[src/verilog/mfifo_defs.svh]
`ifndef MFIFO_DEFS_SVH
`define MFIFO_DEFS_SVH

`default_nettype none

// Number of logical FIFOs sharing the storage
`define MFIFO_NUM_FIFOS 4

// Shared entries in the data RAM
// The push sender also starts with this many credits
`define MFIFO_DEPTH 16

// Payload width in bits
`define MFIFO_WIDTH 8

// Pop credits each logical FIFO holds out of reset
`define MFIFO_POP_CREDITS 2

`default_nettype wire

`endif

[src/verilog/mfifoPkg.sv]
`include "mfifo_defs.svh"

`default_nettype none

package mfifoPkg;

  // Index of one logical FIFO
  typedef logic [$clog2(`MFIFO_NUM_FIFOS)-1:0] fifoIdT;

  // Address of one shared entry, used for both RAMs
  typedef logic [$clog2(`MFIFO_DEPTH)-1:0] addrT;

  // One payload word
  typedef logic [`MFIFO_WIDTH-1:0] dataT;

  // State of the single data RAM read slot on the pop side
  typedef enum logic {
    popIdle,
    popRead
  } popStateT;

endpackage : mfifoPkg

`default_nettype wire

[src/verilog/freelistPushCtrl.sv]
`timescale 1ns/1ps

`include "mfifo_defs.svh"

`default_nettype none

module freelistPushCtrl
  import mfifoPkg::*;
(
  input  logic   clk,
  input  logic   rstN,

  // Push port from the sender
  input  logic   pushValid,
  input  fifoIdT pushFifoId,
  input  dataT   pushData,
  output logic   pushCredit,
  output logic   pushFull,

  // Data RAM write port
  output logic   dataRamWrValid,
  output addrT   dataRamWrAddr,
  output dataT   dataRamWrData,

  // Newly allocated entry for the pointer manager
  output logic   tailValid,
  output fifoIdT tailFifoId,
  output addrT   tailAddr,

  // Entry released by the pop controller
  input  logic   deallocValid,
  input  addrT   deallocAddr
);

  // One bit per shared entry, set while the entry is free
  logic [`MFIFO_DEPTH-1:0] freeMap;
  addrT allocAddr;

  // Pick the lowest free entry
  // The loop runs downward so the last hit is the lowest index
  always_comb begin
    allocAddr = '0;
    for (int i = `MFIFO_DEPTH - 1; i >= 0; i--) begin
      if (freeMap[i]) begin
        allocAddr = addrT'(i);
      end
    end
  end

  // The sender holds one credit per free entry, so a push always finds a slot
  assign pushFull = ~|freeMap;

  // Payload goes straight into the data RAM at the push edge
  assign dataRamWrValid = pushValid;
  assign dataRamWrAddr  = allocAddr;
  assign dataRamWrData  = pushData;

  // The same entry is handed to the linked list of the target FIFO
  assign tailValid  = pushValid;
  assign tailFifoId = pushFifoId;
  assign tailAddr   = allocAddr;

  // A pushed entry is never free, so allocate and release never collide
  always_ff @(posedge clk) begin
    if (!rstN) begin
      freeMap    <= '1;
      pushCredit <= 1'b0;
    end else begin
      if (pushValid) begin
        freeMap[allocAddr] <= 1'b0;
      end
      if (deallocValid) begin
        freeMap[deallocAddr] <= 1'b1;
      end
      // Credit returns at the same edge the entry rejoins the free set
      pushCredit <= deallocValid;
    end
  end

endmodule : freelistPushCtrl

`default_nettype wire

[config.mk]
export PLATFORM = sky130hd
export DESIGN_NAME = freelistPushCtrl
export DESIGN_NICKNAME = d
export VERILOG_FILES = /design/src/verilog/mfifoPkg.sv /design/src/verilog/freelistPushCtrl.sv
export VERILOG_INCLUDE_DIRS = /design/src /design/src/verilog
export SDC_FILE = /design/constraint.sdc
export NUM_CORES = 1
export LEC_CHECK = 0
export BUFFER_PORTS_ARGS = -buffer_cell sky130_fd_sc_hd__buf_4
export CAP_MARGIN = 10
export CORE_MARGIN = 4
export CORE_UTILIZATION = 43
export DETAILED_ROUTE_END_ITERATION = 8
export PLACE_DENSITY = 0.82
export SKIP_CTS_REPAIR_TIMING = 1
export SLEW_MARGIN = 15
export SYNTH_ARGS = -nofsm -noshare
export SYNTH_HDL_FRONTEND = slang
export SYNTH_SLANG_ARGS = --single-unit
[constraint.sdc]
create_clock -name clk -period 1.78 [get_ports clk]
set_input_delay 0.356 -clock clk [delete_from_list [all_inputs] [get_ports clk]]
set_output_delay 0.356 -clock clk [all_outputs]
set_load 0.005 [all_outputs]
==> qor.yml <==
global_route:
  grt_pass1_wl_um: 4400
  antenna_found_initial: 0
  grt_use_total_pct: 17.1
  grt_remaining_overflow: 0
  grt_pass1_vias: 996
  grt_start_max_net_pins: 18
layout:
  final_util_pct: 67.2
  final_common_cell: "buf_4"
  drive_gt1_share_pct: 54.9
  area_delta_synth_final_pct: 46.4
  design_area_um2: 1500
  diodes: 0
  layout_common_cells: "buf_4 (45), o211ai_1 (12), dfxtp_1 (10)"
  nets: 181
synthesis:
  seq_area_frac_synth_pct: 33.2
  synth_edf_count: 0
  synthFlopType: "dfxtp_1"
  synth_cell_type_count: 35
  ys_ff_latch: 17
  synth_nets: 145
  postSynthAreaPerCell_um2: 8.07
  async_flop_share_pct: 0
  synth_area_um2: 1020
  yosys_warnings: 0
  syn_inst: 127
timing:
  worstMarginPinSlew_ps: 415
  setup_slack_ps: -247
  rsz0062_at_grt: "true"
  clock_skew_ps: 5.56
  finalHoldViolCount: 0
  drv_slew: 0
  fmax_ghz: 0.493
  finalCriticalPeriod_ps: 2030
  slew_headroom_pct: 72.1
  fin_crit_sh_pct: 114
  fin_tns_setup_ps: -1950
  setup_viol: 13
detailed_routing:
  finalWirelength_um: 3310
  firstDrtPassIters: 4
  drt-initial-drc-count: 71
  antenna_left: 0
  vias: 1122
  drc: 0
  wire_per_inst_um: 17.4
  via_per_inst: 5.91
power_and_ir_drop:
  switching_share_pct: 24.9
  internal-power_uw: 529
  netSwitchingPower_uw: 176
  p_leak_nw: 0.675
  powerDensity_nw_per_um2: 470
  power.share.clock_pct: 28.4
  ir_drop_uv: 520
  pwr-share-seq_pct: 55.0
  combPwrFrac_pct: 16.7
  p_total_uw: 705
worst_setup_path:
  crit_path_max_fanout: 3
  cp_slowest_stage_delay_ps: 560
  worst_setup_path_end_kind: "primary output"
  crit_arrival_ps: 1670
  worstPathRequired_ps: 1420
  critPathTopFamily: "simple AND/OR/NAND/NOR gates"
  crit_type: "flop to primary output"
  critPathSlowestCell: "or4_4"
  crit_buf_inv: 2
  path_cells: "or4_4 -> nor3_4 -> a21oi_2 -> inv_2 -> buf_4"
  critPathLaunchType: "flop"
placement:
  globalplace.congestion: 0.987
  port_buffers: 19
  postPlaceCellArea_um2: 1210
  dp_hpwl_um: 2190
  post-place-ws_ps: -176
cts:
  ctsHtreeMaxLevel: 1
  cts_tree: "done"
  insertion_delay_ps: 280
  cts.path.max_buffers: 2
  clock-sinks: 17
  numCtsBuffers: 3
  cts.clk_slew.worst_paths_ps: 90
  cts-root-buf: "clkbuf_4"
floorplanning:
  initial_core_util_pct: 45.9
  die_area_um2: 3230
  die_w_um: 56.8
  core-area_um2: 2230
  std_cell_rows: 17
  ios: 40
  die_h_um: 56.8
outcome:
  outcome: "finished with violations"
  violations: "setup timing"
run:
  drv_cap: 0
min_path:
  hp-class: "primary input to flop"
==> worst register-to-register path, cell delays in order (launching register included) <==
cell and delay [ps]:
dfxtp_2 330, or4_4 560, nor3_4 150, a21oi_2 110, buf_4 170, o41ai_4 340
o211ai_1 170
==> layout make-up <==
type                            count  area (µm²)
Inverter                            7        28.8
Fill cell                         187         733
Tap cell                           28        35.0
Sequential cell                    17         354
Multi-Input combinational cell     86         684
Timing Repair Buffer               48         372
Clock buffer                        4        26.3
==> worst paths after layout <==
kind                start          end  slack [ps]  cells past startpoint
max reg2reg    freeMap[1]   freeMap[7]        -200                      6
min reg2reg   freeMap[11]  freeMap[11]         540                      2
max            freeMap[1]  tailAddr[1]        -250                      5
min          deallocValid   pushCredit         310                      2
==> power groups by stage <==
stage / registers (mW) / clock network [mW] / logic, mW
after floorplan: 0.399 / 0 / 0.0568
after global placement: 0.397 / 0 / 0.0786
after detailed placement: 0.398 / 0 / 0.0812
after CTS: 0.389 / 0.204 / 0.0817
after global routing: 0.388 / 0.218 / 0.125
final: 0.387 / 0.200 / 0.118
==> kinds of logic after synthesis <==
logic type	Yosys count	synth area share [%]
flip-flops	17	33.2
AO/OA/AOI/OAI	44	29.6
buffers and inverters	24	14.7
AND/OR/NAND/NOR	42	22.6
==> registers in the layout, summed over array words and instances (netlist names) <==
register,count
pushCredit,1
freeMap,16
==> routing by layer <==
metal,share of wire [%],vias up,GRT usage [%]
li1,-,521,-
met1,42,528,19.9
met2,49,59,28.9
met3,7.1,14,1.84
met4,1.8,0,11.9
met5,0,-,0
==> through the flow <==
stage,std cells,hold WS (ps)
2_1_floorplan,127,435
3_3_place_gp,174,523
3_5_place_dp,174,538
4_1_cts,178,302
5_1_grt,190,310
6_report,190,307
==> synth_stat cells (2+ instances only) <==
| cell | number | area, µm² |
|---|---|---|
| a21o_1 | 3 | 22.5 |
| a21oi_1 | 5 | 25.0 |
| buf_4 | 16 | 120 |
| dfxtp_1 | 17 | 340 |
| inv_1 | 6 | 22.5 |
| nand2_1 | 8 | 30.0 |
| nand2b_1 | 5 | 31.3 |
| nand3_1 | 2 | 10.0 |
| nand3b_1 | 3 | 22.5 |
| nor2_1 | 9 | 33.8 |
| nor3_1 | 2 | 10.0 |
| nor4_1 | 4 | 25.0 |
| o211ai_1 | 12 | 90.1 |
| o21ai_0 | 14 | 70.1 |
Power figures use the tool's default switching activity.
