[src/verilog/mfifo_defs.svh]
`ifndef MFIFO_DEFS_SVH
`define MFIFO_DEFS_SVH

`default_nettype none

// Number of logical FIFOs sharing the storage
`define MFIFO_NUM_FIFOS 4

// Shared entries in the data RAM
// The push sender also starts with this many credits
`define MFIFO_DEPTH 16

// Payload width in bits
`define MFIFO_WIDTH 8

// Pop credits each logical FIFO holds out of reset
`define MFIFO_POP_CREDITS 2

`default_nettype wire

`endif

[src/verilog/mfifoPkg.sv]
`include "mfifo_defs.svh"

`default_nettype none

package mfifoPkg;

  // Index of one logical FIFO
  typedef logic [$clog2(`MFIFO_NUM_FIFOS)-1:0] fifoIdT;

  // Address of one shared entry, used for both RAMs
  typedef logic [$clog2(`MFIFO_DEPTH)-1:0] addrT;

  // One payload word
  typedef logic [`MFIFO_WIDTH-1:0] dataT;

  // State of the single data RAM read slot on the pop side
  typedef enum logic {
    popIdle,
    popRead
  } popStateT;

endpackage : mfifoPkg

`default_nettype wire

[src/verilog/linkedListPtrMgr.sv]
`timescale 1ns/1ps

`include "mfifo_defs.svh"

`default_nettype none

module linkedListPtrMgr
  import mfifoPkg::*;
(
  input  logic                             clk,
  input  logic                             rstN,

  // Entry allocated by the push controller
  input  logic                             tailValid,
  input  fifoIdT                           tailFifoId,
  input  addrT                             tailAddr,

  // Pointer RAM ports
  output logic                             ptrRamWrValid,
  output addrT                             ptrRamWrAddr,
  output addrT                             ptrRamWrData,
  output addrT                             ptrRamRdAddr,
  input  addrT                             ptrRamRdData,

  // Head of every list towards the pop controller
  output logic [`MFIFO_NUM_FIFOS-1:0]      headValid,
  output addrT [`MFIFO_NUM_FIFOS-1:0]      headAddr,
  input  logic [`MFIFO_NUM_FIFOS-1:0]      headReady,
  output logic [`MFIFO_NUM_FIFOS-1:0]      popEmpty
);

  localparam int CntW = $clog2(`MFIFO_DEPTH + 1);

  logic [CntW-1:0] count [`MFIFO_NUM_FIFOS];
  addrT tail [`MFIFO_NUM_FIFOS];
  logic [`MFIFO_NUM_FIFOS-1:0] pushHit;
  logic popTake;
  fifoIdT popFifo;
  logic needReload;

  // A link read is in flight and lands as the new head next edge
  logic reloadValid;
  fifoIdT reloadFifo;
  logic fwdValid;
  addrT fwdAddr;
  addrT nextHead;

  // Decode which list gains an entry and which list loses its head
  always_comb begin
    popTake = 1'b0;
    popFifo = '0;
    for (int i = 0; i < `MFIFO_NUM_FIFOS; i++) begin
      pushHit[i] = tailValid && (tailFifoId == fifoIdT'(i));
      popEmpty[i] = (count[i] == '0);
      if (headReady[i]) begin
        popTake = 1'b1;
        popFifo = fifoIdT'(i);
      end
    end
  end

  // A list that keeps an item after the pop must fetch the next link
  // With one item and a push in the same cycle the link is being written right now
  assign needReload = popTake &&
                      ((count[popFifo] > CntW'(1)) ||
                       ((count[popFifo] == CntW'(1)) && pushHit[popFifo]));

  // Appending to a non-empty list links the old tail to the new entry
  assign ptrRamWrValid = tailValid && (count[tailFifoId] != '0);
  assign ptrRamWrAddr  = tail[tailFifoId];
  assign ptrRamWrData  = tailAddr;
  assign ptrRamRdAddr  = headAddr[popFifo];

  // The RAM returns old data on a same-address collision, so bypass it
  assign nextHead = fwdValid ? fwdAddr : ptrRamRdData;

  always_ff @(posedge clk) begin
    if (!rstN) begin
      headValid   <= '0;
      reloadValid <= 1'b0;
      for (int i = 0; i < `MFIFO_NUM_FIFOS; i++) begin
        count[i] <= '0;
      end
    end else begin
      reloadValid <= needReload;
      for (int i = 0; i < `MFIFO_NUM_FIFOS; i++) begin
        count[i] <= count[i] + CntW'(pushHit[i]) - CntW'(headReady[i]);
        // Head stays invalid for one cycle while its successor is fetched
        if (headReady[i]) headValid[i] <= 1'b0;
        if (pushHit[i] && (count[i] == '0)) headValid[i] <= 1'b1;
        if (reloadValid && (reloadFifo == fifoIdT'(i))) headValid[i] <= 1'b1;
      end
    end
  end

  always_ff @(posedge clk) begin
    reloadFifo <= popFifo;
    fwdValid   <= ptrRamWrValid && (ptrRamWrAddr == ptrRamRdAddr);
    fwdAddr    <= ptrRamWrData;
    for (int i = 0; i < `MFIFO_NUM_FIFOS; i++) begin
      if (pushHit[i]) tail[i] <= tailAddr;
      if (pushHit[i] && (count[i] == '0)) headAddr[i] <= tailAddr;
      if (reloadValid && (reloadFifo == fifoIdT'(i))) headAddr[i] <= nextHead;
    end
  end

endmodule : linkedListPtrMgr

`default_nettype wire

[config.mk]
export PLATFORM = sky130hd
export DESIGN_NAME = linkedListPtrMgr
export DESIGN_NICKNAME = d
export VERILOG_FILES = /design/src/verilog/mfifoPkg.sv /design/src/verilog/linkedListPtrMgr.sv
export VERILOG_INCLUDE_DIRS = /design/src /design/src/verilog
export SDC_FILE = /design/constraint.sdc
export NUM_CORES = 1
export LEC_CHECK = 0
export BUFFER_PORTS_ARGS = -buffer_cell sky130_fd_sc_hd__buf_4
export CAP_MARGIN = 20
export CORE_ASPECT_RATIO = 1.75
export CORE_MARGIN = 3
export CORE_UTILIZATION = 40
export CTS_CLUSTER_DIAMETER = 30
export CTS_CLUSTER_SIZE = 12
export DETAILED_ROUTE_END_ITERATION = 7
export SLEW_MARGIN = 20
export SYNTH_ARGS = -nofsm -noshare
export SYNTH_HDL_FRONTEND = slang
export SYNTH_SLANG_ARGS = --single-unit
[constraint.sdc]
create_clock -name clk -period 4.7 [get_ports clk]
set_input_delay 0.235 -clock clk [delete_from_list [all_inputs] [get_ports clk]]
set_output_delay 0.235 -clock clk [all_outputs]
set_load 0.05 [all_outputs]
==> out/qor.yml <==
outcome: "finished, final reports clean"
final_cells: 457
synthArstFlopShare_pct: 0
viasPerCell: 5.21
regArea_sq_um: 1600
fillers: 745
fmax_mhz: 467
cts-resized-gates: 0
multiInputGateArea_sq_um: 1520
yosys.area.top_type_share_pct: 29.0
clk-insertion-delay-late_ps: 330
finClkSkew_ps: 3.61
synth.yosys.seq_area_share_pct: 48.3
hold_buffers: 0
synth_area_leaders: "edfxtp_1, dfxtp_1, ha_1"
place_area_sq_um: 3760
vdd.ir_drop.worst_mv: 0.333
powerDensity_nw_per_um2: 546
rr_worst_depth: 9
grt_pass1_vias: 2417
required_ps: 4950
start_kind: "register"
critPathTopFamily: "adder cells"
ys_dominant_reg_cell: "edfxtp_1"
min_path_cells: 1
final.setup.worst_slack_ps: 2560
grt_first_pass_wirelength_um: 12100
ios: 54
p_sw_mw: 0.792
wl_per_cell_um: 16.6
min_to: "fwdAddr[1]"
vias: 2380
clk_pin_slew_ps: 50
power.internal_mw: 1.42
synth_area_sq_um: 3310
clockBufferDepth: 2
cp-end-kind: "register"
yosys.area.top_type: "edfxtp_1"
gp_congestion: 0.875
numCtsBuffers: 9
die_x_um: 74.8
rsz0062_at_grt: "no"
synth_edf_count: 32
yosys.area_share.simple_pct: 13.1
synth_top_family_by_area: "simple AND/OR/NAND/NOR gates"
critical_path_buf_inv_count: 2
power_frac_clock_pct: 29.6
fin_crit_sh_pct: 45.6
fin_nets: 407
cts_sinks: 64
startpoint: "count[0][0]"
reg2reg_to: "count[0][4]"
slew_headroom_pct: 60.5
drive_above_1_share_pct: 22.1
root_buffer: "clkbuf_16"
antenna_found_initial: 0
ys_ff_latch: 64
core_area_sq_um: 8020
hold_path.class: "in -> reg"
grt_usage_pct: 17.6
synth_mux_area_share_pct: 6.91
p_leak_nw: 1.77
cts_setup_buffers: 0
utilization_pct: 50.6
cp_slowest_cell: "fa_1"
drt_iter0_markers: 174
synth_xor_area_share_pct: 4.68
hold_violations: 0
drc: 0
path_class: "reg -> reg"
reg2reg_slack_ps: 2560
cp_max_fo: 3
fin_crit_ps: 2140
row_count: 43
dp_hpwl_um: 6000
ys_warn_count: 0
critPathMaxStageDelay_ps: 440
yosys.area_share.adder_pct: 11.5
cts_tree: "done"
finalPower_mw: 2.21
start_util_pct: 41.3
reg2reg_from: "count[0][0]"
setup-tns-final_ps: 0
dieArea_sq_um: 9460
p_comb_share_pct: 36.2
drt_first_pass_iters: 4
layout_commonest_cell: "buf_4"
die_y_um: 126
arrival_ps: 2390
tightest_slew_ps: 587
dp.cells: 441
area_growth_pct: 22.3
synthCells: 307
path_cells: "inv_1 > ha_1 > inv_1 > ha_1 > fa_1 > a21oi_1 > nor2_1 > or3_1 > a21oi_1"
setup-violations-final: 0
overflow: 0
synth_nets: 352
layout_common_cells: "buf_4, inv_1, dfxtp_1, edfxtp_1"
ant_nets: 0
antenna_cells: 0
port_buffers: 53
ys_types: 44
place_ws_ps: 2550
drt_wl_total_um: 7610
whs_ps: 104
cts_htree_levels: 3
seqPwrFrac_pct: 34.3
grt_max_degree: 18
drv_slew: 0
drv_cap: 0
synth_compound_gate_area_share_pct: 9.70
avgSynthCellArea_sq_um: 10.8
p_sw_share_pct: 35.8
fin_area_sq_um: 4050
hp-start: "tailAddr[1]"
power by group through the flow:
stage	registers [mW]	clock network (mW)	logic (mW)
2_1_floorplan	0.807	0	0.555
3_3_place_gp	0.769	0	0.794
3_5_place_dp	0.770	0	0.804
4_1_cts	0.759	0.660	0.810
5_1_grt	0.771	0.688	0.890
6_report	0.759	0.655	0.801
worst max-delay path by stage:
stage | endpoint | slack [ps] | depth (start not counted)
floorplan | headAddr[12] | 1880 | 5
global placement | count[0][4] | 2600 | 9
detailed placement | count[0][4] | 2550 | 9
CTS | ptrRamWrValid | 2520 | 4
global route | count[0][4] | 2380 | 9
finish | count[0][4] | 2560 | 9
cell families (layout without fill, tap and decap cells):
family	after synthesis	in the layout
simple gates	85	85
flops	64	64
compound gates	54	54
buf+inv	43	103
fa+ha+maj	28	28
mux	17	17
xor+xnor	16	16
Yosys cell counts, types with 5 or more instances:
master,n
dfxtp_1,32
edfxtp_1,32
inv_1,32
ha_1,24
nand2_1,24
nor2_1,24
a21oi_1,21
o21ai_0,20
mux2i_1,9
xor2_1,8
and2_1,7
xnor2_1,6
a21o_1,5
final cells by class:
cell class              count  share of cell area (%)
flip-flops and latches     64                    39.5
multi-input cells         200                    37.5
repair buffers             54                    10.0
clock buffers              12                    6.08
inverters                  33                    3.06
well taps                  90                    2.78
clock inverters             4                    1.08
state kept, by name (all words and copies together) (netlist names):
signal and cells:
count 20, fwdAddr 4, fwdValid 1, headAddr 16, headValid 4, reloadFifo 2
reloadValid 1, tail 16
layer usage:
layer  routed length, um  vias to the layer above  global-route usage [%]
li1                    -                     1173                       -
met1                2760                     1130                    18.1
met2                4240                       62                    31.6
met3                 299                       15                    3.73
met4                 310                        0                    9.75
met5                   0                        -                       0
Note: power is estimated with default switching activity, not from simulation.
