`src/verilog/mfifo_defs.svh`:
```
`ifndef MFIFO_DEFS_SVH
`define MFIFO_DEFS_SVH

`default_nettype none

// Number of logical FIFOs sharing the storage
`define MFIFO_NUM_FIFOS 4

// Shared entries in the data RAM
// The push sender also starts with this many credits
`define MFIFO_DEPTH 16

// Payload width in bits
`define MFIFO_WIDTH 8

// Pop credits each logical FIFO holds out of reset
`define MFIFO_POP_CREDITS 2

`default_nettype wire

`endif

```
`src/verilog/mfifoPkg.sv`:
```
`include "mfifo_defs.svh"

`default_nettype none

package mfifoPkg;

  // Index of one logical FIFO
  typedef logic [$clog2(`MFIFO_NUM_FIFOS)-1:0] fifoIdT;

  // Address of one shared entry, used for both RAMs
  typedef logic [$clog2(`MFIFO_DEPTH)-1:0] addrT;

  // One payload word
  typedef logic [`MFIFO_WIDTH-1:0] dataT;

  // State of the single data RAM read slot on the pop side
  typedef enum logic {
    popIdle,
    popRead
  } popStateT;

endpackage : mfifoPkg

`default_nettype wire

```
`src/verilog/creditPopCtrl.sv`:
```
`timescale 1ns/1ps

`include "mfifo_defs.svh"

`default_nettype none

module creditPopCtrl
  import mfifoPkg::*;
(
  input  logic                             clk,
  input  logic                             rstN,

  // Heads offered by the pointer manager
  input  logic [`MFIFO_NUM_FIFOS-1:0]      headValid,
  input  addrT [`MFIFO_NUM_FIFOS-1:0]      headAddr,
  output logic [`MFIFO_NUM_FIFOS-1:0]      headReady,

  // Pop port towards the receiver
  input  logic [`MFIFO_NUM_FIFOS-1:0]      popCredit,
  output logic                             popValid,
  output fifoIdT                           popFifoId,
  output dataT                             popData,

  // Arbiter interface
  output logic [`MFIFO_NUM_FIFOS-1:0]      arbRequest,
  input  logic [`MFIFO_NUM_FIFOS-1:0]      arbGrant,
  output logic                             arbEnablePriorityUpdate,

  // Data RAM read port
  output addrT                             dataRamRdAddr,
  input  dataT                             dataRamRdData,

  // Entry released back to the freelist
  output logic                             deallocValid,
  output addrT                             deallocAddr
);

  localparam int CredW = $clog2(`MFIFO_POP_CREDITS + 1);

  logic [CredW-1:0] credit [`MFIFO_NUM_FIFOS];
  logic [`MFIFO_NUM_FIFOS-1:0] granted;
  logic grantAny;
  fifoIdT grantFifo;

  // Read slot that carries the granted head into the next cycle
  popStateT popState;
  fifoIdT rdFifo;
  addrT rdAddr;

  // A FIFO asks for the port only with a head and a credit
  // The FIFO in the read slot is held back, its next head is not known yet
  always_comb begin
    for (int i = 0; i < `MFIFO_NUM_FIFOS; i++) begin
      arbRequest[i] = headValid[i] && (credit[i] != '0) &&
                      !((popState == popRead) && (rdFifo == fifoIdT'(i)));
    end
  end

  assign granted   = arbGrant & arbRequest;
  assign headReady = granted;
  assign grantAny  = |granted;

  // Priority only moves when the grant is really used
  assign arbEnablePriorityUpdate = grantAny;

  // Grant is one-hot, turn it into an index
  always_comb begin
    grantFifo = '0;
    for (int i = 0; i < `MFIFO_NUM_FIFOS; i++) begin
      if (granted[i]) grantFifo = fifoIdT'(i);
    end
  end

  assign dataRamRdAddr = headAddr[grantFifo];

  // RAM data arrives one cycle after the grant together with the slot
  assign popValid     = (popState == popRead);
  assign popFifoId    = rdFifo;
  assign popData      = dataRamRdData;
  assign deallocValid = popValid;
  assign deallocAddr  = rdAddr;

  // Credit is taken at the grant, the pop itself always follows
  always_ff @(posedge clk) begin
    if (!rstN) begin
      popState <= popIdle;
      for (int i = 0; i < `MFIFO_NUM_FIFOS; i++) begin
        credit[i] <= CredW'(`MFIFO_POP_CREDITS);
      end
    end else begin
      popState <= grantAny ? popRead : popIdle;
      for (int i = 0; i < `MFIFO_NUM_FIFOS; i++) begin
        credit[i] <= credit[i] + CredW'(popCredit[i]) - CredW'(granted[i]);
      end
    end
  end

  always_ff @(posedge clk) begin
    rdFifo <= grantFifo;
    rdAddr <= dataRamRdAddr;
  end

endmodule : creditPopCtrl

`default_nettype wire

```
`config.mk`:
```
export PLATFORM = sky130hd
export DESIGN_NAME = creditPopCtrl
export DESIGN_NICKNAME = d
export VERILOG_FILES = /design/src/verilog/mfifoPkg.sv /design/src/verilog/creditPopCtrl.sv
export VERILOG_INCLUDE_DIRS = /design/src /design/src/verilog
export SDC_FILE = /design/constraint.sdc
export NUM_CORES = 1
export LEC_CHECK = 0
export ABC_CLOCK_PERIOD_IN_PS = 2880
export BUFFER_PORTS_ARGS = -buffer_cell sky130_fd_sc_hd__buf_2
export CAP_MARGIN = 30
export CORE_MARGIN = 2
export CORE_UTILIZATION = 39
export DETAILED_ROUTE_END_ITERATION = 10
export GPL_TIMING_DRIVEN = 0
export PLACE_DENSITY = 0.76
export SETUP_SLACK_MARGIN = 0.4
export SLEW_MARGIN = 20
export SYNTH_ARGS = -nofsm -noshare
export SYNTH_HDL_FRONTEND = slang
export SYNTH_SLANG_ARGS = --single-unit
```
`constraint.sdc`:
```
create_clock -name clk -period 2.88 [get_ports clk]
set_clock_uncertainty 0.05 [all_clocks]
set_input_delay 0.72 -clock clk [delete_from_list [all_inputs] [get_ports clk]]
set_output_delay 0.72 -clock clk [all_outputs]
set_load 0.1 [all_outputs]
```
==> results of run 1 <==
## per-layer routing
| metal | vias to the layer above | routed length (um) | global-route usage (%) |
|---|---|---|---|
| li1 | 464 | - | - |
| met1 | 427 | 850 | 20.1 |
| met2 | 41 | 1270 | 35.4 |
| met3 | 2 | 229 | 7.18 |
| met4 | 0 | 17 | 5.26 |
| met5 | - | 0 | 0 |
## state kept, by name, summed over array words and instances, names as in the netlist
signal / cells
credit: 8
popFifoId: 2
deallocAddr: 4
deallocValid: 1
## cells in the mapped netlist
| cell | instances | area [um^2] |
|---|---|---|
| and2_1 | 6 | 37.5 |
| a2bb2oi_1 | 4 | 35.0 |
| buf_4 | 9 | 67.6 |
| ha_1 | 8 | 100 |
| o2111a_1 | 1 | 11.3 |
| or3b_4 | 1 | 11.3 |
| or3_4 | 1 | 11.3 |
| xnor2_1 | 4 | 35.0 |
| dfxtp_1 | 15 | 300 |
| nand3b_1 | 1 | 7.51 |
| nor2_4 | 1 | 11.3 |
| o21ai_0 | 2 | 10.0 |
| a31oi_1 | 1 | 6.26 |
| nor3b_1 | 1 | 7.51 |
| inv_1 | 11 | 41.3 |
| nand2b_4 | 1 | 13.8 |
| a21oi_4 | 1 | 16.3 |
| o211a_1 | 1 | 10.0 |
| a311oi_4 | 1 | 26.3 |
| nor2_1 | 10 | 37.5 |
| o21ai_1 | 5 | 25.0 |
| and3b_1 | 1 | 8.76 |
| xor2_1 | 4 | 35.0 |
| nand2_1 | 8 | 30.0 |
## cells in the final DEF, fill, tap and decap left out, drive strengths merged, types with 4 or more instances in the layout
master / n
nor2: 11
o21ai: 7
clkbuf: 4
nand2: 8
dfxtp: 15
and2: 6
a2bb2oi: 4
xor2: 4
ha: 8
buf: 78
inv: 10
xnor2: 4
## final cells by class
| class | instances | share of cell area (%) |
|---|---|---|
| buffer | 9 | 4.11 |
| inverter | 11 | 3.20 |
| clock buffer | 3 | 1.37 |
| clock inverter | 1 | 0.304 |
| tap | 28 | 2.13 |
| sequential | 15 | 18.9 |
| multi-input combinational | 63 | 40.2 |
| timing repair buffer | 70 | 29.8 |
## through the flow
stage / power (mW) / area (um^2) / setup slack [ns]
2_1_floorplan: 1.19 / 1070 / -0.603
3_3_place_gp: 1.30 / 1400 / -0.208
3_5_place_dp: 1.32 / 1400 / -0.233
4_1_cts: 1.56 / 1600 / 0.116
5_1_grt: 1.67 / 1640 / 0.0460
6_report: 1.59 / 1640 / 0.124
## repair_timing
item                       CTS  global route
gates resized for setup     28             7
setup endpoints to repair    7             9
pin swaps                    7             5
gates cloned                 0             0
buffers inserted            10             2
## power by group through the flow
stage	registers [mW]	logic, mW	clock network, mW
6_report	0.318	1.14	0.123
2_1_floorplan	0.508	0.679	0
4_1_cts	0.316	1.12	0.128
3_5_place_dp	0.334	0.989	0
3_3_place_gp	0.330	0.973	0
5_1_grt	0.326	1.20	0.141
## logic make-up (layout without fill, tap and decap cells)
group,count (synthesis),after routing,share of synthesized area [%]
buffers and inverters,20,94,12.2
and+or+nand+nor,31,31,19.7
AOI/OAI and AO/OA,16,16,15.6
xor gates and xnor gates,8,8,7.82
adders and majority gates,8,8,11.2
DFF,15,15,33.5
## critical path: stages
cell,delay (ns)
buf_6,0.07
o21ai_2,0.05
or3b_4,0.46
a21oi_4,0.25
nor2_2,0.08
o21ai_4,0.16
buf_12,0.19
## how the worst max path moves through the flow
stage / to / slack, ns
after global routing: dataRamRdAddr[1] / 0.05
after global placement: arbEnablePriorityUpdate / -0.21
after floorplan: dataRamRdAddr[0] / -0.60
after detailed placement: arbEnablePriorityUpdate / -0.23
after CTS: dataRamRdAddr[1] / 0.12
final: dataRamRdAddr[0] / 0.12
==> flow_metrics.tcl, run 1 <==
set metrics [dict create \
    drt_first_pass_iters 2 \
    die_y_um 51.9 \
    max_freq_ghz 0.363 \
    syn_inst 98 \
    fin_tns_setup_ns 0 \
    diodes 0 \
    area_growth_pct 83.5 \
    ys_types 24 \
    clkTransAtPathRegs_ns 0.10 \
    setup_violations 0 \
    peakVddDrop_v 0.000638 \
    combPwrFrac_pct 72.2 \
    grt-ovfl-total 0 \
    r2r_slack_ns 0.63 \
    p_seq_share_pct 20.0 \
    worstPathRequired_ns 2.11 \
    postSynthAreaPerCell_um2 9.14 \
    ys_seq_area_share_pct 33.5 \
    r2r_end "credit[2][1]" \
    ant_nets 0 \
    path_max_fanout 5 \
    hp-start "credit[2][1]" \
    rows 17 \
    start_kind "primary input" \
    track_usage_pct 19.2 \
    placed_cells 184 \
    first_iter_violations 4 \
    route.detailed.drc 0 \
    timing.hold.ws_ns 0.478 \
    drive_gt1_share_pct 69.8 \
    clk_latency_ns 0.29 \
    die_area_mm2 0.00270 \
    grt_max_degree 10 \
    cts_num_sinks 15 \
    wl_per_cell_um 11.8 \
    antenna_found_initial 0 \
    vias 934 \
    nNetsFinal 219 \
    maxSlewViolCount 0 \
    end_kind "output pin" \
    fill_cells 158 \
    routed_wl_um 2370 \
    vias_per_cell 4.67 \
    power_switching_mw 0.904 \
    ys_ff_latch 15 \
    cts-hold-fix-buffers 0 \
    dp_hpwl_um 1720 \
    crit_arrival_ns 1.99 \
    place.gp.congestion 0.690 \
    reg2reg_depth 11 \
    final_util_pct 75.0 \
    hold_path_end "credit[2][1]" \
    multi_input_area_um2 661 \
    initial_core_util_pct 40.9 \
    worstMarginPinSlew_ns 0.492 \
    grt_pass1_vias 929 \
    netlist_area_um2 896 \
    worstSetupPathType "in -> out" \
    clock_path_buffers 2 \
    layout.area.seq_um2 312 \
    hold_class "reg -> reg" \
    rsz0062_at_grt "yes" \
    coreArea_mm2 0.00219 \
    cts_tree "done" \
    power_leakage_nw 0.813 \
    crit-reg2reg-launch "popFifoId[1]" \
    netSwitchingFraction_pct 57.0 \
    yosys_warnings 0 \
    clock_power_share_pct 7.7 \
    p_per_area_mw_per_mm2 964 \
    power.internal_mw 0.681 \
    cap_violations 0 \
    htreeDepth 1 \
    finalCritPeriodShare_pct 95.7 \
    whs_path_depth 2 \
    io_buffers 58 \
    grt_first_pass_wirelength_um 3800 \
    hold_viol_final 0 \
    io_pins 67 \
    crit_start "headValid[2]" \
    dieWidth_um 51.9 \
    finalNonFillerCells 200 \
    root_buffer "clkbuf_4" \
    synth_nets 144 \
    relSlewSlack_pct 67.5 \
    cts_buffers 3 \
    finalCriticalPeriod_ns 2.76 \
    status "complete, no violations" \
]
No activity file was read; power rests on OpenSTA's default activity.
==> run 2, diff against run 1 <==
- ABC_CLOCK_PERIOD_IN_PS: 2880 -> 2400
- CORE_UTILIZATION: 39 -> 35
- PLACE_DENSITY: 0.76 -> 0.72
- clock period: 2.88 -> 2.4 ns (I/O delays scaled with it)
==> run 2 against run 1 <==
The run now ends with negative setup slack left. Power increased by 37%. First-iteration DRC count shrank 75%. Critical path type is now reg -> out. Global-route usage shrank 0.66 points. Register-to-register slack worse by 0.49 ns.
==> flow_metrics.tcl, run 2 (synthesis gave the netlist of run 1 again) <==
set metrics [dict create \
    status "complete, but fails checks" \
    violations "negative setup slack" \
    grt_use_met1_pct 20.7 \
    p_per_area_mw_per_mm2 1100 \
    worstPathRequired_ns 1.75 \
    clk_latency_ns 0.28 \
    dieWidth_um 54.6 \
    die_area_mm2 0.00298 \
    multi_input_area_um2 752 \
    fin_tns_setup_ns -1.12 \
    io_buffers 58 \
    cp_cell_sequence "and3b_2 > or3b_4 > a21oi_4 > nor2_2 > o21ai_4 > buf_12" \
    final_common_cell "buf_2" \
    power.total_mw 2.17 \
    crit_arrival_ns 1.99 \
    slowest_stage "or3b_4" \
    peakVddDrop_v 0.000835 \
    grt_first_pass_wirelength_um 3870 \
    initial_core_util_pct 36.5 \
    cts_num_sinks 15 \
    path_buf_inv 1 \
    grt.met2_usage_pct 33.1 \
    cp.depth 6 \
    rsz0062_at_grt "yes" \
    grt_pass1_vias 903 \
    max_freq_ghz 0.379 \
    coreArea_mm2 0.00245 \
    maxSlewViolCount 0 \
    cts_tree "done" \
    grt_busiest_layer "met2" \
    crit_family "simple AND/OR/NAND/NOR gates" \
    final_util_pct 80.2 \
    diodes 0 \
    vias 981 \
    track_usage_pct 18.6 \
    drive_gt1_share_pct 77.5 \
    grt_max_degree 10 \
    top_register "credit" \
    relSlewSlack_pct 67.1 \
    path_max_fanout 5 \
    root_buffer "clkbuf_4" \
    area_growth_pct 120 \
    grt-ovfl-total 0 \
    route.detailed.drc 0 \
    largest_reg_flops 8 \
    met3_usage_pct 3.83 \
    die_y_um 54.6 \
    wl_per_cell_um 13.0 \
    first_iter_violations 1 \
    clkTransAtPathRegs_ns 0.09 \
    whs_path_depth 2 \
    routed_wl_um 2770 \
    fill_cells 149 \
    setup_violations 5 \
    io_pins 67 \
    hold_viol_final 0 \
    hold_class "reg -> reg" \
    rows 18 \
    worstSetupPathType "reg -> out" \
    layout_common_cells "43 x buf_2, 19 x buf_4, 14 x buf_12, 11 x dfxtp_1, 11 x buf_6" \
    fin_ws_ns -0.237 \
    cts_buffers 3 \
    drt_first_pass_iters 2 \
    antenna_found_initial 0 \
    ant_nets 0 \
    power_leakage_nw 0.899 \
    htreeDepth 1 \
    finalCriticalPeriod_ns 2.64 \
    layout.area.seq_um2 313 \
    reg2reg_depth 11 \
    start_kind "register" \
    cap_violations 0 \
    vias_per_cell 4.63 \
    finalCritPeriodShare_pct 110 \
    place.gp.congestion 0.639 \
    worstMarginPinSlew_ns 0.498 \
    clock_path_buffers 2 \
    end_kind "output pin" \
    nNetsFinal 229 \
    crit_path_max_incr_delay_ns 0.43 \
    dp_hpwl_um 1710 \
]
run 2: cell count changes in the layout (fill, tap and decap cells not counted), moves of 2 or more:
cell    previous run  this run
xor2_2             0         2
buf_12             6        14
xor2_1             4         2
buf_2             49        43
buf_4             21        19
ha_1               4         0
ha_4               4         7
buf_6              1        11
inv_1              7         5
run 2: layout make-up:
class / instances / area share (%)
multi-input combinational: 63 / 38.2
timing repair buffer: 80 / 36.4
sequential: 15 / 15.9
buffer: 9 / 3.43
inverter: 11 / 2.80
tap: 30 / 1.91
clock buffer: 4 / 1.34
run 2: path summary, 6_finish.rpt:
kind | startpoint | end | slack [ns]
worst max-delay path | deallocValid | dataRamRdAddr[1] | -0.24
worst min-delay path | credit[3][1] | credit[3][1] | 0.47
worst max register to register | deallocValid | credit[2][1] | 0.14
worst min register to register | credit[3][1] | credit[3][1] | 0.47
run 2: layer usage:
| metal | vias to the layer above | wire [um] |
|---|---|---|
| li1 | 483 | - |
| met1 | 454 | 1040 |
| met4 | 0 | 46 |
| met3 | 4 | 149 |
| met5 | - | 0 |
| met2 | 40 | 1530 |
run 2: worst reg2reg max path, cell delays in order (launching register included):
cell and delay, ns:
dfxtp_4 0.35, and3b_2 0.21, or3b_4 0.43, buf_4 0.17, clkinvlp_4 0.08, buf_4 0.11
ha_4 0.18, inv_2 0.04, ha_2 0.16, xor2_1 0.16, xnor2_1 0.14, nand2_1 0.07
run 2: what timing repair did:
| action | in CTS | in global routing |
|---|---|---|
| setup buffers | 14 | 8 |
| cloned | 0 | 0 |
| pin swaps | 22 | 19 |
| hold buffers | 0 | 0 |
| resized for setup | 65 | 22 |
| setup endpoints to repair | 13 | 19 |
run 2: stage by stage:
step | hold WS (ns) | worst slack (ns) | std cells | area [um^2]
detailed placement | 0.451 | -0.513 | 186 | 1420
global route | 0.500 | -0.333 | 212 | 1970
CTS | 0.476 | -0.272 | 204 | 1810
finish | 0.466 | -0.237 | 212 | 1970
global placement | 0.423 | -0.483 | 186 | 1420
floorplan | 0.409 | -0.843 | 98 | 1100
run 2: power breakdown:
part	internal, mW	switching, mW	leakage (nW)
Clock	0.0645	0.0844	0.0150
Combinational	0.608	1.02	0.757
Sequential	0.330	0.0604	0.127
