## src/verilog/mfifo_defs.svh

```systemverilog
`ifndef MFIFO_DEFS_SVH
`define MFIFO_DEFS_SVH

`default_nettype none

// Number of logical FIFOs sharing the storage
`define MFIFO_NUM_FIFOS 4

// Shared entries in the data RAM
// The push sender also starts with this many credits
`define MFIFO_DEPTH 16

// Payload width in bits
`define MFIFO_WIDTH 8

// Pop credits each logical FIFO holds out of reset
`define MFIFO_POP_CREDITS 2

`default_nettype wire

`endif

```

## src/verilog/syncReadRam.sv

```systemverilog
`timescale 1ns/1ps

`include "mfifo_defs.svh"

`default_nettype none

module syncReadRam #(
  parameter int DataWidth = 8
) (
  input  logic                               clk,
  input  logic                               wrValid,
  input  logic [$clog2(`MFIFO_DEPTH)-1:0]    wrAddr,
  input  logic [DataWidth-1:0]               wrData,
  input  logic [$clog2(`MFIFO_DEPTH)-1:0]    rdAddr,
  output logic [DataWidth-1:0]               rdData
);

  logic [DataWidth-1:0] mem [`MFIFO_DEPTH];

  // Read data is registered, so it shows up one cycle after the address
  // A read of the address being written returns the old word
  always_ff @(posedge clk) begin
    if (wrValid) begin
      mem[wrAddr] <= wrData;
    end
    rdData <= mem[rdAddr];
  end

endmodule : syncReadRam

`default_nettype wire
```

## config.mk

```make
export PLATFORM = sky130hd
export DESIGN_NAME = syncReadRam
export DESIGN_NICKNAME = d
export VERILOG_FILES = /design/src/verilog/syncReadRam.sv
export VERILOG_INCLUDE_DIRS = /design/src /design/src/verilog
export SDC_FILE = /design/constraint.sdc
export NUM_CORES = 1
export LEC_CHECK = 0
export BUFFER_PORTS_ARGS = -buffer_cell sky130_fd_sc_hd__buf_2
export CAP_MARGIN = 20
export CORE_MARGIN = 8
export CORE_UTILIZATION = 25
export CTS_CLUSTER_SIZE = 24
export DETAILED_ROUTE_END_ITERATION = 7
export PLACE_DENSITY_LB_ADDON = 0.15
export SLEW_MARGIN = 20
export SYNTH_ARGS = -nofsm -noshare
export SYNTH_HDL_FRONTEND = slang
export SYNTH_SLANG_ARGS = --single-unit
```

## constraint.sdc

```tcl
create_clock -name clk -period 3.3 [get_ports clk]
set_input_delay 0.165 -clock clk [delete_from_list [all_inputs] [get_ports clk]]
set_output_delay 0.165 -clock clk [all_outputs]
set_load 0.02 [all_outputs]
```

==> metrics.md, run 1 <==
| Metric | Value |
|---|---|
| Slowest cell on crit path | nor2_1 |
| Core Region | around 20000 sq um |
| Placement Setup Slack | 1.35 ns |
| Overall power | a little under 4 mW |
| Largest net degree at the start of global routing | 33 |
| Final max-slew violation count | 0 |
| DRT antenna net count | 0 |
| Total global-route track usage | 0.0956 |
| Total negative slack | 0 ns |
| Unique masters post-synth | 19 |
| Area growth syn-to-layout | 19.0% |
| Setup violators final | 0 |
| Most common cell in the netlist | edfxtp_1 |
| 1st-iter DRT viols | roughly 140 |
| Die Span Y | approximately 160 um |
| Ys flop type | edfxtp_1 |
| Synth top area share | 0.747 |
| Critical path capture point type | register |
| First-pass GRT wire length | 17.2 mm |
| CTS tree | yes |
| Worst R2R Start | mem[1][1]$_DFFE_PP_ |
| Buf+Inv Stages, Crit Path | 1 |
| Die Span X | approximately 160 um |
| Post-CTS Resized | 0 |
| Hold-fix buffers at CTS | 0 |
| Total CTS buffers | 17 |
| Hold Slack | ~0.15 ns |
| Vias | 2338 |
| Area contributors post-synth | edfxtp_1, mux4_2, mux4_1 |
| RSZ-0062 raised after global routing | false |
| WL/cell | ~21 um |
| Crit path time final | 1.46 ns |
| Hold Crit Class | input pin to register |
| Tcrit/Tclk final | 0.443 |
| Fin area | between 6000 and 7000 sq um |
| Initial core utilization | 0.254 |
| Sequential fraction of the synthesis area | 0.778 |
| Slew @ Worst Pin | around 1.1 ns |
| Final setup margin | approximately 1.8 ns |
| Final nets | 286 |
| CP required | 3.33 ns |
| Rel. slew slack | 0.266 |
| Drt pass-1 iters | 4 |
| Crit Path Class | input pin to register |
| Clock latency on the worst-skew pair | between 0.4 and 0.5 ns |
| Clock sink count | 136 |
| Synth async-reset ratio | 0 |
| Setup Buffers After CTS | 0 |
| Top post-synthesis cells by count | edfxtp_1, mux4_2, a22oi_1 |
| I/O Pins | 26 |
| Die ar. | 25400 sq um |
| Max-Cap Viols | 0 |
| Pwr Density | approximately 630 nW/um^2 |
| Peak VDD IR | between 0.0003 and 0.0004 V |
| Worst R2R Path Depth | 3 |
| R2r setup slk | approximately 1.9 ns |
| Reg-to-Reg End | rdData[1]$_DFF_P_ |
| Vias in the first global route | 2562 |
| Seq cells post-synth | roughly 140 |
| Total Wirelength | about 12 mm |
| CTS clk-pin slew, worst paths | approximately 0.050 ns |
| Worst path arrival time | roughly 1.5 ns |
| Antenna diodes | 0 |
| Initial antenna violation count | 0 |
| Final setup skew | roughly 0.0040 ns |
| Critical path fanouts, max | 8 |
| Mapped Avg Cell Area | 22.5 sq um |
| Max Fclk | between 0.6 and 0.7 GHz |
| CP Cell Sequence | buf_2 -> or3b_2 -> nor2_1 |
| Cells after synthesis | approximately 230 |
| Worst path top cell family by delay | simple AND/OR/NAND/NOR gates |
| Root Buffer | clkbuf_16 |
| Post-synth net total | around 250 |
| Worst path depth | 3 |
| Startpoint types | input pin |
| Post-DR vias/cell | about 4.2 |
| Synth warn | 0 |
| Final Hold Fails | 0 |
| Leakage | 1.99 nW |
| Max incr delay on CP | roughly 0.7 ns |
| Post-synthesis cell area | 5150 sq um |
| FP Rows | 52 |
| Share of cells above drive strength 1 | 0.270 |
| Port Buffer Count | 25 |
| Worst Setup SP | wrAddr[2] |
| Clk buf depth | 2 |
| Dominant cell type by area after synthesis | edfxtp_1 |
| Status | completed |
| RePlAce Congestion | 0.647 |
| GRT Residual Overflow | 0 |
| Placement-stage cell area | around 5600 sq um |
| Hpwl dp | just over 7 mm |
| Htree depth | 4 |
| End of the critical path | mem[3][6]$_DFFE_PP_ |
| Residual DRC | 0 |
| Post-synth EDFFs | roughly 130 |
kinds of logic (layout without fill, tap and decap cells):
family | count (synthesis) | count (layout) | synth area share
AOI/OAI and AO/OA | 16 | 16 | 0.0233
buffers and inverters | 10 | 62 | 0.0168
DFF | 136 | 136 | 0.778
muxes | 32 | 32 | 0.150
and+or+nand+nor | 35 | 35 | 0.0318
worst min-delay path by stage:
stage / from / cells past startpoint / endpoint
after floorplan: wrData[0] / 0 / mem[0][0]$_DFFE_PP_
after global placement: wrData[4] / 1 / mem[7][4]$_DFFE_PP_
after detailed placement: wrData[6] / 1 / mem[14][6]$_DFFE_PP_
after CTS: wrData[4] / 1 / mem[2][4]$_DFFE_PP_
after global routing: wrData[4] / 1 / mem[2][4]$_DFFE_PP_
final: wrData[6] / 1 / mem[14][6]$_DFFE_PP_
per-layer routing:
metal / up-vias / routed length, um / GRT usage
met2: 48 / 5360 / 0.142
met1: 1225 / 5860 / 0.128
met3: 12 / 363 / 0.0305
met5: - / 0 / 0
li1: 1053 / - / -
met4: 0 / 136 / 0.0334
stage by stage:
step,util,instances
6_report,0.303,551
5_1_grt,0.303,551
4_1_cts,0.302,551
3_5_place_dp,0.276,519
3_3_place_gp,0.275,519
2_1_floorplan,-,229
sequential cells by signal (all words and copies together), names as in the netlist:
signal	count
rdData	8
mem	128
worst register-to-register path: stages, from the launching register on:
cell	delay [ns]
edfxtp_1	0.35
mux4_1	0.51
a22oi_1	0.27
nand2_1	0.14
power breakdown:
group	total [mW]	internal, mW	switching [mW]
registers	1.94	1.93	0.0118
clock network	1.73	1.09	0.640
logic	0.193	0.0724	0.121
total	3.87	3.10	0.773
area by class of cell:
| cell class | instances | area (sq um) |
|---|---|---|
| clock inverters | 4 | 45.0 |
| flip-flops and latches | 136 | 4000 |
| fillers | 1963 | 14100 |
| multi-input cells | 83 | 1060 |
| repair buffers | 30 | 175 |
| clock buffers | 28 | 497 |
| well taps | 270 | 338 |
layout by cell type (no fill, tap or decap):
cell and count:
edfxtp_1 128, buf_2 25, mux4_2 18, clkbuf_16 17, a22oi_1 16, mux4_1 14, nor2_1 10, nand2_1 9
clkbuf_1 8, dfxtp_1 8, nor3_1 4, buf_4 4, nor2_2 3, clkinv_2 3, clkbuf_8 3, nand3b_1 2
nand2b_1 2, nor2b_1 1, and2_1 1, and2b_1 1, nand3_1 1, or3b_2 1, bufinv_16 1, buf_12 1
Note: power is estimated with default switching activity, not from simulation.
==> run 2: changes to the inputs <==
ABC_AREA = 1   (was default)
clock period = 1.45 ns   (was 3.3 ns; I/O delays follow)
==> run 2 against run 1 <==
- register-to-register slack worse by 1.5 ns
- flip-flop and latch count unchanged
- worst setup slack worse by 1.4 ns
- sequential power grew 130%
- global-route usage rose by 1.6 points
- power increased by 120%
- cell area up 11%
- core utilization is 0.16 points lower
- largest power group unchanged
- highest routed layer unchanged
==> metrics.md, run 2 <==
| Metric | Value |
|---|---|
| Commonest cells after routing, fill and taps aside | nand2_1, edfxtp_1, inv_1 |
| Area contributors post-synth | edfxtp_1, nand2_1, nand3_1 |
| Total negative slack | 0 ns |
| Max Fclk | 0.949 GHz |
| Largest Register | mem |
| Residual DRC | 0 |
| Final Hold Fails | 0 |
| Synth async-reset ratio | 0 |
| Fin area | 6820 sq um |
| Crit path time final | 1.05 ns |
| Final setup skew | 0.00327 ns |
| Placement-stage cell area | 6320 sq um |
| Die Span Y | ~170 um |
| Startpoint types | register |
| Hold Slack | about 0.025 ns |
| Crit Path Class | register to register |
| Vias | 3750 |
| Worst R2R Start | mem[0][5]$_DFFE_PP_ |
| Root Buffer | clkbuf_16 |
| Rel. slew slack | 0.677 |
| Port Buffer Count | 25 |
| Setup Buffers After CTS | 0 |
| DRT antenna net count | 0 |
| Share of cells above drive strength 1 | 0.125 |
| Largest net degree at the start of global routing | between 60 and 70 |
| Antenna diodes | 0 |
| RePlAce Congestion | a little under 0.8 |
| Mapped Avg Cell Area | ~10 sq um |
| Setup violators final | 0 |
| Most common cell in the netlist | nand2_1 |
| Top post-synthesis cells by count | nand2_1, edfxtp_1, inv_1 |
| Overall power | about 8.7 mW |
| Core Region | 22600 sq um |
| Placement Setup Slack | approximately 0.23 ns |
| R2r setup slk | between 0.3 and 0.4 ns |
| RSZ-0062 raised after global routing | false |
| Clock sink count | between 100 and 150 |
| Slew @ Worst Pin | slightly below 0.5 ns |
| Reg area | approximately 4000 sq um |
| Final max-slew violation count | 0 |
| CTS clk-pin slew, worst paths | ~0.050 ns |
| Area growth syn-to-layout | 18.2% |
| Hpwl dp | 9.58 mm |
| Die Span X | around 170 um |
| Max-Cap Viols | 0 |
| Hold Startpoint | rdAddr[3] |
| Total CTS buffers | 17 |
| Status | completed |
| Synth warn | 0 |
| Die ar. | about 28000 sq um |
| Area of the multi-input gates | 1210 sq um |
| Met1 wire length | between 7 and 8 mm |
| Post-synth EDFFs | 128 |
| Reg-to-Reg End | rdData[5]$_DFF_P_ |
| Htree depth | 4 |
| Hold-fix buffers at CTS | 0 |
| CP required | 1.74 ns |
| Synth top area share | 0.667 |
| Cells after synthesis | around 550 |
| First-pass GRT wire length | around 23 mm |
| Post-CTS Resized | 0 |
| Top Metal Used | met4 |
| FILL cells | around 2.3k |
| Leakage | a little under 3 nW |
| WL/cell | 16.8 um |
| Drt pass-1 iters | 4 |
| Vias in the first global route | around 3.8k |
| Post-synthesis cell area | about 5800 sq um |
| Post-synth net total | ~570 |
| Post-DR vias/cell | between 4 and 5 |
| Peak VDD IR | 0.000770 V |
| Critical path capture point type | register |
| Dominant cell type by area after synthesis | edfxtp_1 |
| Sequential fraction of the synthesis area | 0.694 |
| I/O Pins | 26 |
| Pwr Density | 1280 nW/um^2 |
| Critical path fanouts, max | 1 |
| Hold path endpoint | rdData[7]$_DFF_P_ |
| Largest register FFs | 128 |
| Metal3 WL | slightly below 600 um |
| Hold Crit Depth | 3 |
| Non-Filler Instances | 892 |
| Clock latency on the worst-skew pair | approximately 0.41 ns |
| Seq cells post-synth | 136 |
| Total Wirelength | between 15 and 20 mm |
| 1st-iter DRT viols | 257 |
| Top Registers | mem x128, rdData x8 |
| Final nets | between 600 and 700 |
| Inst Count DP | 860 |
| Tcrit/Tclk final | 0.727 |
| Hold Crit Class | input pin to register |
| Initial core utilization | 0.255 |
| Initial antenna violation count | 0 |
| FP Rows | 55 |
| CTS tree | yes |
| Final setup margin | slightly below 0.4 ns |
| GRT Residual Overflow | 0 |
| Commonest non-fill, non-tap cell in the layout | nand2_1 |
| Ys flop type | edfxtp_1 |
| Clk buf depth | 2 |
| Final design utilization | 0.301 |
| DR WL met2 | approximately 7 mm |
| Worst R2R Path Depth | 6 |
| Worst path arrival time | between 1 and 1.5 ns |
| Total global-route track usage | 0.112 |
| Unique masters post-synth | 12 |
-- run 2: metal layers --
layer / up-vias / global-route usage
li1: 1857 / -
met1: 1810 / 0.143
met4: 0 / 0.0388
met5: - / 0
met2: 69 / 0.180
met3: 14 / 0.0285
-- run 2: cell type report --
cell class / count / share of cell area
clock inverter: 12 / 0.00900
multi-input combinational: 289 / 0.178
sequential: 136 / 0.587
inverter: 102 / 0.0562
clock buffer: 20 / 0.0641
timing repair buffer: 48 / 0.0529
tap: 285 / 0.0523
-- run 2: worst max-delay path, cell delays in order, from the launching register on --
cell	delay [ns]
edfxtp_1	0.37
inv_1	0.06
nand2_1	0.05
nand3_1	0.07
nand3_1	0.13
nand3_1	0.16
nand2_1	0.10
-- run 2: worst max path at each step --
stage / start / end / slack, ns / cells past startpoint
2_1_floorplan: wrAddr[2] / mem[10][0]$_DFFE_PP_ / 0.43 / 2
3_3_place_gp: rdAddr[1] / rdData[7]$_DFF_P_ / 0.22 / 7
3_5_place_dp: rdAddr[1] / rdData[7]$_DFF_P_ / 0.23 / 7
4_1_cts: rdData[2]$_DFF_P_ / rdData[2] / 0.35 / 1
5_1_grt: mem[1][5]$_DFFE_PP_ / rdData[5]$_DFF_P_ / 0.27 / 6
6_report: mem[0][5]$_DFFE_PP_ / rdData[5]$_DFF_P_ / 0.40 / 6
-- run 2: logic make-up after synthesis --
group | synth area share
buf+inv | 0.0952
flops | 0.694
simple gates | 0.210
-- run 2: where the power goes --
| group | leakage, nW | internal (mW) | switching (mW) | total [mW] |
|---|---|---|---|---|
| Combinational | 1.43 | 0.176 | 0.426 | 0.602 |
| Sequential | 1.22 | 4.40 | 0.0285 | 4.42 |
| Clock | 0.245 | 2.14 | 1.53 | 3.66 |
| Total | 2.90 | 6.71 | 1.98 | 8.69 |
==> run 3: changes to the inputs <==
clock period = 0.9 ns   (was 1.45 ns; I/O delays follow)
==> run 3 against run 2 <==
- the flow now finishes with violations (setup timing)
- hold slack better by 0.0025 ns
- sequential power grew 61%
- final cell count grew 2.2%
- wire length shrank 0.86%
- combinational power up 110%
- clock skew rose by 0.0055 ns
- non-clock buffer count grew 20
- count of clock-buffer cells in the layout increased by 1
- critical endpoint is now rdData[6]$_DFF_P_
- largest power group unchanged
==> metrics.md, run 3 (synthesis results as in run 2) <==
| Metric | Value |
|---|---|
| Status | finished with violations |
| Violated checks | setup timing |
| Total Wirelength | ~15 mm |
| Setup Buffers After CTS | 0 |
| Fin area | between 7000 and 8000 sq um |
| Tcrit/Tclk final | 1.07 |
| Commonest cells after routing, fill and taps aside | nand2_1, edfxtp_1, inv_1 |
| Max-Cap Viols | 0 |
| CTS tree | yes |
| Setup violators final | 13 |
| Total global-route track usage | 0.112 |
| Critical path capture point type | register |
| Largest net degree at the start of global routing | 39 |
| Critical path fanouts, max | 1 |
| Worst path arrival time | about 1.3 ns |
| I/O Pins | 26 |
| 1st-iter DRT viols | 247 |
| Final max-slew violation count | 0 |
| Vias | 3840 |
| Slowest cell on crit path | edfxtp_1 |
| First-pass GRT wire length | ~23 mm |
| Antenna diodes | 0 |
| Slew @ Worst Pin | between 0.5 and 0.6 ns |
| Max incr delay on CP | 0.36 ns |
| Final setup margin | -0.0653 ns |
| RSZ-0062 raised after global routing | true |
| Area growth syn-to-layout | 30.0% |
| Clock sink count | ~140 |
| Hold Crit Class | input pin to register |
| Largest Register | mem |
| Clk buf depth | 2 |
| RePlAce Congestion | between 0.7 and 0.8 |
| FP Rows | between 50 and 60 |
| Root Buffer | clkbuf_16 |
| Initial core utilization | 0.255 |
| Final Hold Fails | 0 |
| Hold Slack | around 0.028 ns |
| Htree depth | 4 |
| Buf+Inv Stages, Crit Path | 1 |
| Clock latency on the worst-skew pair | about 0.42 ns |
| Share of cells above drive strength 1 | 0.271 |
| Reg area | roughly 4000 sq um |
| Vias in the first global route | 4006 |
| Port Buffer Count | 25 |
| Hpwl dp | around 10 mm |
| GRT Residual Overflow | 0 |
| DRT antenna net count | 0 |
| Die Span Y | roughly 170 um |
| Total CTS buffers | 17 |
| Peak VDD IR | 0.00121 V |
| CP required | roughly 1.2 ns |
| Placement-stage cell area | 6560 sq um |
| Max Fclk | approximately 1.0 GHz |
| Placement Setup Slack | -0.289 ns |
| Largest register FFs | 128 |
| Commonest non-fill, non-tap cell in the layout | nand2_1 |
| Crit path time final | slightly below 1 ns |
| WL/cell | about 16 um |
| Final setup skew | 0.00876 ns |
| Initial antenna violation count | 1 |
| Die Span X | approximately 170 um |
| Cell mode on critical path | nand3_2 |
| FILL cells | between 2k and 2.5k |
| Top Registers | mem x128, rdData x8 |
| CTS clk-pin slew, worst paths | ~0.060 ns |
| Die ar. | approximately 28000 sq um |
| Startpoint types | register |
| Final design utilization | 0.331 |
| Pwr Density | around 2000 nW/um^2 |
| Worst path top cell family by delay | simple AND/OR/NAND/NOR gates |
| Total negative slack | -0.362 ns |
| Leakage | between 3 and 4 nW |
| Residual DRC | 0 |
| CP Cell Sequence | inv_1 -> nand2_1 -> nand3_2 -> nand3_2 -> nand3_4 -> nand2_4 |
| Final nets | 632 |
| Crit Path Class | register to register |
| Rel. slew slack | 0.611 |
| Post-DR vias/cell | ~4.2 |
| Core Region | around 23000 sq um |
| Area of the multi-input gates | approximately 1500 sq um |
| Drt pass-1 iters | 5 |
-- run 3: cell types whose count changed in the layout (fill, tap and decap cells not counted), moves of 5 or more --
cell	before	now
buf_12	5	12
buf_2	25	17
buf_4	18	30
buf_6	0	8
dfxtp_1	8	0
dfxtp_2	0	8
nand2_1	173	165
nand2_2	0	6
nand3_1	97	50
nand3_2	0	42
nand3_4	0	5
nor2_1	17	11
nor2_2	0	6
-- run 3: metal layers --
layer / GRT usage / vias to the layer above / routed length, um / share of wire
li1: - / 1903 / - / -
met1: 0.139 / 1842 / 6670 / 0.45
met2: 0.180 / 76 / 7170 / 0.48
met3: 0.0327 / 19 / 778 / 0.052
met4: 0.0431 / 0 / 262 / 0.018
met5: 0 / - / 0 / 0
-- run 3: final cells by class --
type                       count  area share
inverter                     102      0.0511
multi-input combinational    289       0.204
clock inverter                11     0.00934
sequential                   136       0.535
timing repair buffer          68      0.0868
clock buffer                  21      0.0657
tap                          285      0.0476
-- run 3: timing repair --
item                                   CTS  global route
pin swaps                               36            26
setup endpoints to repair               16            16
endpoints found under the hold margin   16             0
hold buffers                             1             0
gates cloned                             0             0
resized for setup                       64            23
-- run 3: path summary, 6_finish.rpt --
kind / start / to / slack (ns) / depth (start not counted)
max: mem[0][6]$_DFFE_PP_ / rdData[6]$_DFF_P_ / -0.07 / 6
min: wrData[7] / mem[15][7]$_DFFE_PP_ / 0.03 / 1
max reg2reg: mem[0][6]$_DFFE_PP_ / rdData[6]$_DFF_P_ / -0.07 / 6
min reg2reg: mem[14][0]$_DFFE_PP_ / rdData[0]$_DFF_P_ / 0.68 / 6
-- run 3: power by group --
part / total, mW / internal, mW / switching (mW)
Sequential: 7.13 / 7.09 / 0.0445
Clock: 6.52 / 3.89 / 2.63
Combinational: 1.25 / 0.457 / 0.794
Total: 14.9 / 11.4 / 3.47
-- run 3: through the flow --
stage / power (mW) / cells
floorplan: 7.80 / 551
global placement: 8.34 / 879
detailed placement: 8.34 / 879
CTS: 15.1 / 912
global route: 15.5 / 912
finish: 14.9 / 912
